### src/hdl/emu_cfg_pkg.sv
`default_nettype none

package emu_cfg_pkg;

    // host commands, decoded in emu_ctrl
    typedef enum logic [1:0] {
        CMD_NOP    = 2'd0,
        CMD_RUN    = 2'd1,
        CMD_PAUSE  = 2'd2,
        CMD_RESUME = 2'd3
    } emu_cmd_e;

    // count of fired target cycles
    typedef logic [31:0] cycle_t;

    typedef logic [15:0] scan_word_t;

endpackage

`default_nettype wire

### src/hdl/target_pkg.sv
`default_nettype none

package target_pkg;

    // ram word: marker on top, addend below it
    typedef logic [15:0] data_t;

    typedef logic [31:0] acc_t;

    typedef logic [7:0] ptr_t;

    localparam int unsigned MARK_BIT = 15;

endpackage

`default_nettype wire

### src/hdl/emu_ctrl.sv
`timescale 1ns/1ps
`default_nettype none

module emu_ctrl (
    input  wire                        clk,
    input  wire                        rst_n,
    input  wire                        cmd_valid,
    input  wire emu_cfg_pkg::emu_cmd_e cmd_op,
    input  wire emu_cfg_pkg::cycle_t   cmd_arg,
    input  wire                        ff_scan,
    input  wire                        ram_scan,
    input  wire                        emit_req,
    input  wire target_pkg::acc_t      trace_value,
    input  wire                        trace_pop,
    output logic                       core_clk_en,
    output logic                       ff_clk_en,
    output logic                       ram_clk_en,
    output logic                       running,
    output emu_cfg_pkg::cycle_t        cycle_count,
    output logic                       trace_valid,
    output target_pkg::acc_t           trace_data
);

    import emu_cfg_pkg::*;

    logic   paused;
    cycle_t budget;
    logic   stall;
    logic   fire;
    logic   ram_scan_q;

    // full slot holds the target on a marker word until the host pops it
    assign stall   = emit_req && trace_valid;
    assign running = !paused && (budget != '0);
    assign fire    = running && !ff_scan && !ram_scan && !stall;

    // enables forced on in reset so the gated flops see rst_n
    assign core_clk_en = fire || !rst_n;
    assign ff_clk_en   = fire || ff_scan || !rst_n;
    // one extra ram edge after a scan returns the scan address to zero
    assign ram_clk_en  = fire || ram_scan || ram_scan_q || !rst_n;

    always_ff @(posedge clk) begin
        if (!rst_n) begin
            paused <= 1'b1;
        end else if (cmd_valid) begin
            case (cmd_op)
                CMD_RUN, CMD_RESUME: paused <= 1'b0;
                CMD_PAUSE:           paused <= 1'b1;
                default:             paused <= paused;
            endcase
        end
    end

    always_ff @(posedge clk) begin
        if (!rst_n) begin
            budget <= '0;
        end else if (cmd_valid && (cmd_op == CMD_RUN)) begin
            budget <= cmd_arg;
        end else if (fire) begin
            budget <= budget - 1'b1;
        end
    end

    always_ff @(posedge clk) begin
        if (!rst_n) begin
            cycle_count <= '0;
        end else if (fire) begin
            cycle_count <= cycle_count + 1'b1;
        end
    end

    always_ff @(posedge clk) begin
        if (!rst_n) begin
            ram_scan_q <= 1'b0;
        end else begin
            ram_scan_q <= ram_scan;
        end
    end

    // a load wins over a pop in the same cycle
    always_ff @(posedge clk) begin
        if (!rst_n) begin
            trace_valid <= 1'b0;
        end else if (fire && emit_req) begin
            trace_valid <= 1'b1;
        end else if (trace_pop) begin
            trace_valid <= 1'b0;
        end
    end

    always_ff @(posedge clk) begin
        if (fire && emit_req) begin
            trace_data <= trace_value;
        end
    end

endmodule

`default_nettype wire

### config.mk
export PLATFORM = sky130hd
export DESIGN_NAME = emu_ctrl
export DESIGN_NICKNAME = d
export VERILOG_FILES = /design/src/hdl/emu_cfg_pkg.sv /design/src/hdl/target_pkg.sv /design/src/hdl/emu_ctrl.sv
export SDC_FILE = /design/constraint.sdc
export NUM_CORES = 1
export LEC_CHECK = 0
export BUFFER_PORTS_ARGS = -buffer_cell sky130_fd_sc_hd__buf_2
export CAP_MARGIN = 20
export CELL_PAD_IN_SITES_DETAIL_PLACEMENT = 0
export CELL_PAD_IN_SITES_GLOBAL_PLACEMENT = 1
export CORE_ASPECT_RATIO = 0.75
export CORE_UTILIZATION = 38
export DETAILED_ROUTE_END_ITERATION = 10
export GPL_TIMING_DRIVEN = 1
export PLACE_DENSITY = 0.88
export SYNTH_ARGS = -nofsm -noshare
export SYNTH_HDL_FRONTEND = slang
export SYNTH_SLANG_ARGS = --single-unit
export TNS_END_PERCENT = 5
### constraint.sdc
create_clock -name clk -period 2.9 [get_ports clk]
set_input_delay 0.145 -clock clk [delete_from_list [all_inputs] [get_ports clk]]
set_output_delay 0.145 -clock clk [all_outputs]
set_load 0.02 [all_outputs]
==> impl_metrics.json <==
{
  "outcome": "complete, but fails checks",
  "violations": "setup timing",
  "h-tree-depth": 3,
  "syn-cell-area_sq_um": 4450,
  "max_stage_delay_ps": 540,
  "cp_max_fo": 4,
  "drt-wirelength-per-cell_um": 16.0,
  "setup_viol": 1,
  "grt_first_pass_wirelength_um": 19700,
  "worstHoldPathCells": 3,
  "clk_path_buf_depth": 2,
  "worstPathCellList": "or4_4, or4_4, or3_4, nand2_4, nand2_2, or3_4, buf_6",
  "syn_avg_cell_area_sq_um": 9.55,
  "die_w_um": 127,
  "finClkSkew_ps": 10.3,
  "grt.overflow.total": 0,
  "pre_cts_ws_ps": 94.0,
  "crit_arrival_ps": 2780,
  "yosysTopAreaCell": "dfxtp_1",
  "critPathSlowestCell": "or4_4",
  "start_kind": "register",
  "fin_util_pct": 53.6,
  "grt_pass1_vias": 4021,
  "multiInputGateArea_sq_um": 2040,
  "yosys_most_used_dff": "dfxtp_1",
  "async_reset_ff_share_pct": 0,
  "root_buffer": "clkbuf_16",
  "area_growth_pct": 34.2,
  "drv_cap": 0,
  "io_pins": 142,
  "coreArea_sq_um": 11100,
  "dr.pass1.iters": 4,
  "ant_nets": 0,
  "drt-initial-drc-count": 286,
  "synth_top_area_share_pct": 30.1,
  "most-common-layout-cells": "140 x buf_2, 60 x dfxtp_1, 42 x a21oi_1",
  "viasPerCell": 5.42,
  "dp.cells": 734,
  "synthTopCellsByArea": "dfxtp_1 30%, edfxtp_1 22%, xnor2_1 5.7%, a21oi_1 4.7%, o21ai_0 3.6%",
  "hold_end": "budget[1]",
  "end_kind": "output port",
  "n_fill_cell": 1009,
  "ir_drop_uv": 288,
  "die_height_um": 95.7,
  "rows": 33,
  "worstMarginPinSlew_ps": 966,
  "dpl_cell_area_sq_um": 5310,
  "syn-instance-count": 466,
  "grt_max_degree": 58,
  "cts_tree": "yes",
  "finalWirelength_um": 12500,
  "synth_seq_cells": 99,
  "final_common_cell": "buf_2",
  "hold_viol_final": 0,
  "io_buffer_count": 141,
  "antenna_found_initial": 0,
  "regToRegEndpoint": "trace_valid",
  "r2r_start": "budget[20]",
  "power_leakage_nw": 2.34,
  "powerDensity_nw_per_um2": 513,
  "gp_congestion": 0.842,
  "rrSetupSlack_ps": 130,
  "die-area_sq_um": 12100,
  "grtUsageTotal_pct": 20.8,
  "start_util_pct": 39.9,
  "final_cell_area_sq_um": 5970,
  "crit_required_ps": 2760,
  "layout-drive-gt1-share_pct": 30.7,
  "insertion_delay_ps": 350,
  "rr_worst_depth": 6,
  "clock.fmax_mhz": 342,
  "rsz0062_at_grt": "true",
  "numCtsBuffers": 9,
  "fin_crit_sh_pct": 101,
  "yosys_warnings": 0,
  "yosysSeqAreaShare_pct": 51.7,
  "min_path_type": "in2reg",
  "period_needed_ps": 2920,
  "fin_cells": 784,
  "n_antenna_cell": 0,
  "syn-num-nets": 542,
  "slew-limit-headroom_pct": 35.6,
  "cts.clk_slew.worst_paths_ps": 70,
  "dr_total_vias": 4249,
  "worstHoldStart": "cmd_arg[1]",
  "synth_edf_count": 32,
  "fin_hold_ws_ps": 55.6,
  "drc": 0,
  "final_net_count": 715,
  "crit_type": "reg2out",
  "regArea_sq_um": 2310,
  "ys_types": 48,
  "dp_hpwl_um": 8520,
  "final_max_slew_viol_count": 0,
  "setup_ws_ps": -24.8,
  "cts_sinks": 99
}
-- flip-flops by register name, indices dropped and copies added, names as in the netlist --
register     count
cycle_count     32
trace_valid      1
paused           1
trace_data      32
budget          32
ram_scan_q       1
-- critical path, delay by kind of cell (launching register included) --
family                 cells  cell delay, ps
buffers and inverters      1             140
flip-flops                 1             340
AND/OR/NAND/NOR            6            1960
-- cells in the mapped netlist (2+ instances only) --
master and instances:
a21oi_1 42, a22oi_1 2, a31oi_1 5, and2_1 3, and3_1 8, and4_1 3
buf_2 5, buf_6 3, clkbuf_1 18, dfxtp_1 67, edfxtp_1 32, ha_1 3
inv_1 3, nand2_1 26, nand3_1 22, nand4_1 12, nor2_1 39, nor3_1 21
nor4_1 16, o211ai_1 2, o21a_1 5, o21ai_0 32, o21ai_1 2, o22ai_1 2
o31ai_1 4, or2_2 3, or3_1 20, or3b_2 2, or4_1 6, or4_4 3
xnor2_1 29, xor2_1 10
-- worst max-delay path by stage --
stage | from | endpoint | depth (start not counted) | slack, ps
final | budget[20] | ram_clk_en | 7 | -20
after floorplan | budget[12] | ram_clk_en | 7 | 140
after global routing | budget[19] | ram_clk_en | 7 | -80
after global placement | budget[12] | trace_valid | 5 | 170
after CTS | budget[19] | ram_clk_en | 7 | 1
after detailed placement | budget[12] | trace_valid | 5 | 90
-- per-layer routing --
layer / vias to the layer above / GRT usage, % / share of wire (%)
li1: 2064 / - / -
met1: 2008 / 26.5 / 45
met2: 165 / 34.8 / 45
met3: 12 / 6.34 / 8.5
met4: 0 / 5.36 / 0.97
met5: - / 0 / 0
-- where the power goes --
part	total [mW]	leakage [nW]	switching, mW	internal [mW]
clock network	1.15	0.137	0.556	0.597
registers	1.49	0.835	0.0307	1.46
logic	0.417	1.36	0.225	0.191
total	3.06	2.34	0.812	2.25
-- cell families after synthesis --
logic type,after synthesis,share of synthesized area [%]
compound gates,104,13.4
xor+xnor,39,7.68
fa+ha+maj,3,0.844
buf+inv,30,3.18
flops,99,51.7
simple gates,191,23.2
-- area by class of cell --
type	instances	share of cell area, %
timing repair buffer	188	19.2
inverter	4	0.251
clock inverter	7	1.01
multi-input combinational	337	34.2
sequential	99	38.7
tap	140	2.93
clock buffer	9	3.77
-- through the flow --
stage / total power [mW] / setup TNS [ps]
3_3_place_gp: 1.87 / 0
3_5_place_dp: 1.88 / 0
2_1_floorplan: 1.75 / 0
4_1_cts: 3.08 / 0
6_report: 3.06 / -24.8
5_1_grt: 3.19 / -75.6
-- timing repair --
action | in CTS | in global routing
hold buffers | 32 | 0
gates resized for setup | 7 | 9
pin swaps | 3 | 0
endpoints found under the setup margin | 2 | 2
endpoints found under the hold margin | 32 | 0
buffers inserted | 2 | 0
No activity file was read; power rests on OpenSTA's default activity.
