## src/hdl/emu_cfg_pkg.sv

```systemverilog
`default_nettype none

package emu_cfg_pkg;

    // host commands, decoded in emu_ctrl
    typedef enum logic [1:0] {
        CMD_NOP    = 2'd0,
        CMD_RUN    = 2'd1,
        CMD_PAUSE  = 2'd2,
        CMD_RESUME = 2'd3
    } emu_cmd_e;

    // count of fired target cycles
    typedef logic [31:0] cycle_t;

    typedef logic [15:0] scan_word_t;

endpackage

`default_nettype wire

```

## src/hdl/target_pkg.sv

```systemverilog
`default_nettype none

package target_pkg;

    // ram word: marker on top, addend below it
    typedef logic [15:0] data_t;

    typedef logic [31:0] acc_t;

    typedef logic [7:0] ptr_t;

    localparam int unsigned MARK_BIT = 15;

endpackage

`default_nettype wire

```

## src/hdl/target_core.sv

```systemverilog
`timescale 1ns/1ps
`default_nettype none

module target_core (
    input  wire                          ff_clk,
    input  wire                          rst_n,
    input  wire target_pkg::data_t       ram_data,
    input  wire                          ff_scan,
    input  wire                          ff_dir,
    input  wire emu_cfg_pkg::scan_word_t ff_sdi,
    output target_pkg::ptr_t             ram_addr,
    output logic                         emit_req,
    output target_pkg::acc_t             trace_value,
    output emu_cfg_pkg::scan_word_t      ff_sdo
);

    import target_pkg::*;
    import emu_cfg_pkg::*;

    localparam int unsigned WORD_W = $bits(scan_word_t);
    localparam int unsigned ACC_W  = $bits(acc_t);
    localparam int unsigned PTR_W  = $bits(ptr_t);

    acc_t       acc;
    // pointer lives in the low byte, the high byte is zero outside a scan
    scan_word_t ptr_word;
    scan_word_t scan_in;
    acc_t       addend;
    ptr_t       ptr_next;

    assign ram_addr    = ptr_word[PTR_W-1:0];
    assign ptr_next    = ram_addr + 1'b1;
    assign emit_req    = ram_data[MARK_BIT];
    assign addend      = acc_t'(ram_data[MARK_BIT-1:0]);
    assign trace_value = acc + addend;

    // chain order is sdi -> acc high -> acc low -> pointer word -> sdo
    assign ff_sdo  = ptr_word;
    assign scan_in = ff_dir ? ff_sdi : ff_sdo;

    // ff_clk only ticks on fire, scan or reset, so no extra enable here
    always_ff @(posedge ff_clk) begin
        if (!rst_n) begin
            acc      <= '0;
            ptr_word <= '0;
        end else if (ff_scan) begin
            acc      <= {scan_in, acc[ACC_W-1 -: WORD_W]};
            ptr_word <= acc[WORD_W-1:0];
        end else begin
            acc      <= trace_value;
            ptr_word <= scan_word_t'(ptr_next);
        end
    end

endmodule

`default_nettype wire

```

## config.mk

```make
export PLATFORM = sky130hd
export DESIGN_NAME = target_core
export DESIGN_NICKNAME = d
export VERILOG_FILES = /design/src/hdl/emu_cfg_pkg.sv /design/src/hdl/target_pkg.sv /design/src/hdl/target_core.sv
export SDC_FILE = /design/constraint.sdc
export NUM_CORES = 1
export LEC_CHECK = 0
export BUFFER_PORTS_ARGS = -buffer_cell sky130_fd_sc_hd__buf_2
export CORE_ASPECT_RATIO = 0.75
export CORE_MARGIN = 2
export CORE_UTILIZATION = 50
export CTS_CLUSTER_DIAMETER = 80
export CTS_CLUSTER_SIZE = 10
export DETAILED_ROUTE_END_ITERATION = 7
export MAX_ROUTING_LAYER = met4
export PLACE_DENSITY = 0.78
export RECOVER_POWER = 50
export SYNTH_ARGS = -nofsm -noshare
export SYNTH_HDL_FRONTEND = slang
export SYNTH_SLANG_ARGS = --single-unit
```

## constraint.sdc

```tcl
create_clock -name ff_clk -period 3.8 [get_ports ff_clk]
set_clock_uncertainty 0.2 [all_clocks]
set_input_delay 0.38 -clock ff_clk [delete_from_list [all_inputs] [get_ports ff_clk]]
set_output_delay 0.38 -clock ff_clk [all_outputs]
set_load 0.1 [all_outputs]
```

==> reports/results.tsv, run 1 <==
metric	value	unit
post-cts resize count	0	
Mean Syn Cell Area	8.44	um^2
Synth Cell Area	3120	um^2
status	finished, violations left	
Max-cap violations	1	
# IOs	93	
TritonCTS Sinks	48	
hold slack final	0.224	ns
num rows	24	
WL/cell	17.5	um
post-synthesis sequential area ratio	30.8	%
Die Y	72.5	um
initial antenna violation count	0	
vias in the first global route	2674	
clk_lat worst skew	0.30	ns
Post-Place Cells	508	
share of synthesized registers carrying an async set or reset	0	%
cell count after synthesis	370	
post-route insts no fill	516	
Arr. time, crit path	3.13	ns
fin crit period	3.71	ns
RSZ-0062 raised after global routing	no	
Max IR drop VDD	0.356	mV
vias per inst	5.77	
final setup vio count	0	
Yosys top cell area share	30.8	%
Nets	490	
cell at the root of the clock tree	clkbuf_8	
die extent in x	95.3	um
CP cell instances	ha_1 > fa_1 > a211oi_1 > o21bai_1 > a221o_1 > a31oi_2 > nor2_1 > xor2_2 > buf_12	
gpl congestion	0.913	
predominant post-synthesis flop cell	dfxtp_1	
drt pass-1 iters	4	
GRT overflow	0	
Min-Delay Path Class	in2reg	
DP HPWL	6850	um
Area Overhead vs Synth	18.6	%
Design Area, Final	3710	um^2
Via Count	2975	
CORE AREA	5920	um^2
Yosys cell types	43	
CTS tree	built	
Final Cycle Share	97.6	%
Post-CTS Setup Bufs	0	
Initial Util	52.8	%
Slowest cell on crit path	a31oi_2	
Post-DP Area	3640	um^2
failing checks	capacitance limit, slew limit	
Final Hold Fails	0	
Rel. slew slack	-65.1	%
measured slew at the worst slew-check pin	2.48	ns
Worst setup EP type	output port	
deepest clock path buffer count	2	
Worst Path Max Fanout	4	
number of synthesized register bits	48	
largest net degree at the start of global routing	64	
kind of critical path	reg2out	
H-tree lvl count	2	
die area	6900	um^2
DRC Markers	0	
startpoint types	flop	
first-pass GRT wire length	13900	um
Iter 0 DRT Violations	228	
maximum achievable frequency	270	MHz
Buffers on Ports	90	
CP max stage delay	0.45	ns
antenna cell count	0	
EDFF count, synth	0	
PD cells	539	nW/um^2
top cells by count, synth	dfxtp_1 (48), nand2_1 (39), a21oi_1 (38)	
Syn Nets	423	
required time of the critical path	3.22	ns
Ys Warns	0	
Hold-fix buffers, CTS	0	
Pins Over Slew Limit	64	
area leader, netlist	dfxtp_1	
top-count cell post-synth	dfxtp_1	
routed wire length	9050	um
dominant cells by area after synthesis	dfxtp_1 (31%), mux2i_1 (7.4%), ha_1 (6.4%)	
CTS Buf Count	5	
total negative slack	0	ns
final antenna-violating net count	0	
layout cells sized above 1	18.9	%
Leak	0.00174	uW
GRT Total Usage	27.1	%
clock-pin slew on the worst setup and hold paths	0.09	ns
-- worst max-delay path: cells and delay by family (launching register included) --
family / cells / cell delay [ns]
xor gates and xnor gates: 1 / 0.23
and+or+nand+nor: 1 / 0.16
buffers and inverters: 1 / 0.21
AOI/OAI and AO/OA: 4 / 1.23
adders and majority gates: 2 / 0.66
DFF: 1 / 0.33
-- registers in the layout (all words and copies together) (netlist names) --
signal,flops
ff_sdo,16
acc,32
-- worst paths after layout --
check                  start         endpoint  slack (ns)  depth (start not counted)
setup / recovery      acc[0]  trace_value[28]        0.09                          9
hold / removal    ff_sdi[13]          acc[29]        0.22                          4
setup reg to reg      acc[0]          acc[16]        0.66                          9
hold reg to reg       acc[2]        ff_sdo[2]        0.30                          2
-- logic make-up (layout without fill, tap and decap cells) --
logic type,count (synthesis),count (layout),synth area share [%]
AOI/OAI and AO/OA,97,97,21.5
xor gates and xnor gates,36,36,10.1
adders and majority gates,17,17,7.05
buffers and inverters,35,103,5.45
DFF,48,48,30.8
muxes,23,23,7.37
and+or+nand+nor,114,114,17.8
-- cell type report --
type,instances,area (um^2)
Fill cell,551,2210
Clock buffer,6,72.6
Clock inverter,2,35.0
Timing Repair Buffer,92,483
Inverter,3,11.3
Multi-Input combinational cell,287,2050
Tap cell,78,97.6
Sequential cell,48,961
-- power breakdown --
part | switching (uW) | internal [uW] | total [uW]
Combinational | 825 | 204 | 1030
Clock | 174 | 195 | 370
Sequential | 53.4 | 544 | 598
Total | 1050 | 944 | 2000
-- per-layer routing --
metal  routed length, um  global-route usage [%]
met2                3860                    37.2
met1                4260                    40.8
met5                   0                       -
met4                  92                    6.92
met3                 831                    4.88
-- metrics by stage --
| step | setup WS, ns | utilization [%] | total power [uW] |
|---|---|---|---|
| finish | 0.0906 | 62.6 | 2000 |
| global route | 0.00998 | 62.6 | 2060 |
| CTS | 0.138 | 63.4 | 2000 |
| detailed placement | 0.289 | 61.5 | 1630 |
| global placement | 0.356 | 61.5 | 1620 |
| floorplan | 0.0299 | - | 1460 |
-- layout by cell type (no fill, tap or decap), drive strengths merged, types with 2 or more instances in the layout --
master	n
nor2	28
and3	15
clkbuf	36
a31oi	3
nand3	10
and4	4
o21ai	7
buf	62
o211a	2
a21oi	39
inv	3
o211ai	4
a211oi	9
mux2i	23
o21a	13
nand2	39
ha	16
xor2	22
a21o	10
a2111oi	2
o21bai	2
nand4	10
nor3	2
xnor2	14
and2	2
dfxtp	48
No activity file was read; power rests on OpenSTA's default activity.
==> inputs of run 2 (changes only) <==
--- a/config.mk
+++ b/config.mk
@@ -8,13 +8,13 @@
 export BUFFER_PORTS_ARGS = -buffer_cell sky130_fd_sc_hd__buf_2
 export CORE_ASPECT_RATIO = 0.75
 export CORE_MARGIN = 2
-export CORE_UTILIZATION = 50
+export CORE_UTILIZATION = 40
 export CTS_CLUSTER_DIAMETER = 80
 export CTS_CLUSTER_SIZE = 10
 export DETAILED_ROUTE_END_ITERATION = 7
 export MAX_ROUTING_LAYER = met4
-export PLACE_DENSITY = 0.78
-export RECOVER_POWER = 50
+export PLACE_DENSITY = 0.64
+export RECOVER_POWER = 100
 export SYNTH_ARGS = -nofsm -noshare
 export SYNTH_HDL_FRONTEND = slang
 export SYNTH_SLANG_ARGS = --single-unit
==> run 2 against run 1 <==
The run still ends with capacitance limit, slew limit left. Core utilization fell by 13 points. Cell area is 0.24% higher. Register-to-register slack improved by 0.03 ns. First-iteration DRC count is 3.9% lower. Clock-buffer cell count unchanged. Flip-flop and latch count unchanged. Critical endpoint unchanged.
==> reports/results.tsv, run 2 (synthesis results as in run 1) <==
metric	value	unit
status	finished, violations left	
failing checks	capacitance limit, slew limit	
met3 Usage GRT	3.00	%
deepest clock path buffer count	2	
Pins Over Slew Limit	64	
total negative slack	0	ns
end of the critical path	trace_value[28]	
vias in the first global route	2717	
largest net degree at the start of global routing	64	
Buffers on Ports	90	
Leak	0.00172	uW
GRT overflow	0	
antenna cell count	0	
depth of the worst register-to-register path	9	
commonest cells after routing, fill and taps aside	dfxtp_1 (48), nand2_1 (39), a21oi_1 (38), buf_2 (37), clkbuf_1 (34)	
Reg2Reg Setup Slack	0.69	ns
Post-DP Area	3680	um^2
met1 Use GR	33.7	%
Final Cycle Share	97.4	%
commonest non-fill, non-tap cell in the layout	dfxtp_1	
Fillers	772	
Max IR drop VDD	0.319	mV
measured slew at the worst slew-check pin	2.50	ns
WL/cell	16.8	um
Arr. time, crit path	3.12	ns
Initial Util	41.8	%
clock-pin slew on the worst setup and hold paths	0.09	ns
max FFs per register	32	
die area	8540	um^2
Multi-input gate area	2030	um^2
Worst setup EP type	output port	
Min-Delay Path Class	in2reg	
Slowest cell on crit path	fa_1	
PD cells	537	nW/um^2
DP HPWL	6890	um
CORE AREA	7470	um^2
CP max stage delay	0.42	ns
grt peak-use layer	met1	
Die Y	80.5	um
Max-cap violations	1	
TritonCTS Sinks	48	
gpl congestion	0.881	
FF+latch area	961	um^2
Design Area, Final	3710	um^2
drt pass-1 iters	5	
kind of critical path	reg2out	
Nets	491	
Via Count	2980	
clk_lat worst skew	0.30	ns
CTS tree	built	
DRC Markers	0	
FF-to-FF End	acc[16]	
Rel. slew slack	-66.6	%
Post-Place Cells	532	
Reg-to-Reg Start	acc[0]	
Post-CTS Setup Bufs	0	
die extent in x	106	um
Core Util, Final	49.8	%
startpoint types	flop	
# IOs	93	
cell at the root of the clock tree	clkbuf_8	
maximum achievable frequency	270	MHz
routing usage on met2	30.5	%
hold slack final	0.221	ns
Hold-fix buffers, CTS	0	
initial antenna violation count	0	
post-cts resize count	0	
CP cell instances	ha_1 > fa_1 > a211oi_1 > o21bai_1 > a221o_1 > a31oi_2 > nor2_1 > xor2_1 > buf_12	
fin crit period	3.70	ns
routed wire length	9050	um
Area Overhead vs Synth	18.9	%
final antenna-violating net count	0	
Final Hold Fails	0	
vias per inst	5.52	
Worst Path Max Fanout	4	
GRT Total Usage	22.1	%
Reg with most FFs	acc	
post-route insts no fill	540	
num rows	27	
first-pass GRT wire length	14200	um
CTS Buf Count	5	
Iter 0 DRT Violations	219	
required time of the critical path	3.22	ns
H-tree lvl count	2	
layout cells sized above 1	18.0	%
final setup vio count	0	
RSZ-0062 raised after global routing	no	
worst setup path startpoint	acc[0]	
[run 2: worst min-delay path by stage]
stage | from | endpoint | slack [ns] | cells after the start
after floorplan | acc[2] | ff_sdo[2] | 0.24 | 2
after global placement | acc[0] | ff_sdo[0] | 0.28 | 2
after detailed placement | acc[0] | ff_sdo[0] | 0.28 | 2
after CTS | ff_sdi[13] | acc[29] | 0.23 | 4
after global routing | rst_n | acc[29] | 0.23 | 2
final | ff_sdi[13] | acc[29] | 0.22 | 4
[run 2: through the flow]
stage          setup slack (ns)  total power (uW)
4_1_cts                   0.144              2000
3_5_place_dp              0.304              1640
6_report                 0.0985              1990
5_1_grt                  0.0105              2060
2_1_floorplan            0.0299              1460
3_3_place_gp              0.321              1630
[run 2: layout make-up]
cell class | instances | area share (%)
sequential | 48 | 25.9
multi-input combinational | 287 | 54.7
inverter | 3 | 0.303
clock inverter | 2 | 0.943
timing repair buffer | 93 | 12.9
tap | 101 | 3.40
clock buffer | 6 | 1.95
[run 2: critical path, delay by kind of cell, from the launching register on]
kind	cells	cell delay, ns
compound gates	4	1.21
fa+ha+maj	2	0.63
flops	1	0.32
xor+xnor	1	0.30
buf+inv	1	0.22
simple gates	1	0.12
[run 2: power by group]
group	internal, uW	switching, uW
registers	544	51.3
logic	198	827
clock network	196	178
total	938	1060
[run 2: per-layer routing]
layer  up-vias  routed length [um]
met5         -                   0
met4         0                  62
met3         6                 619
met2       113                3570
met1      1410                4800
li1       1451                   -
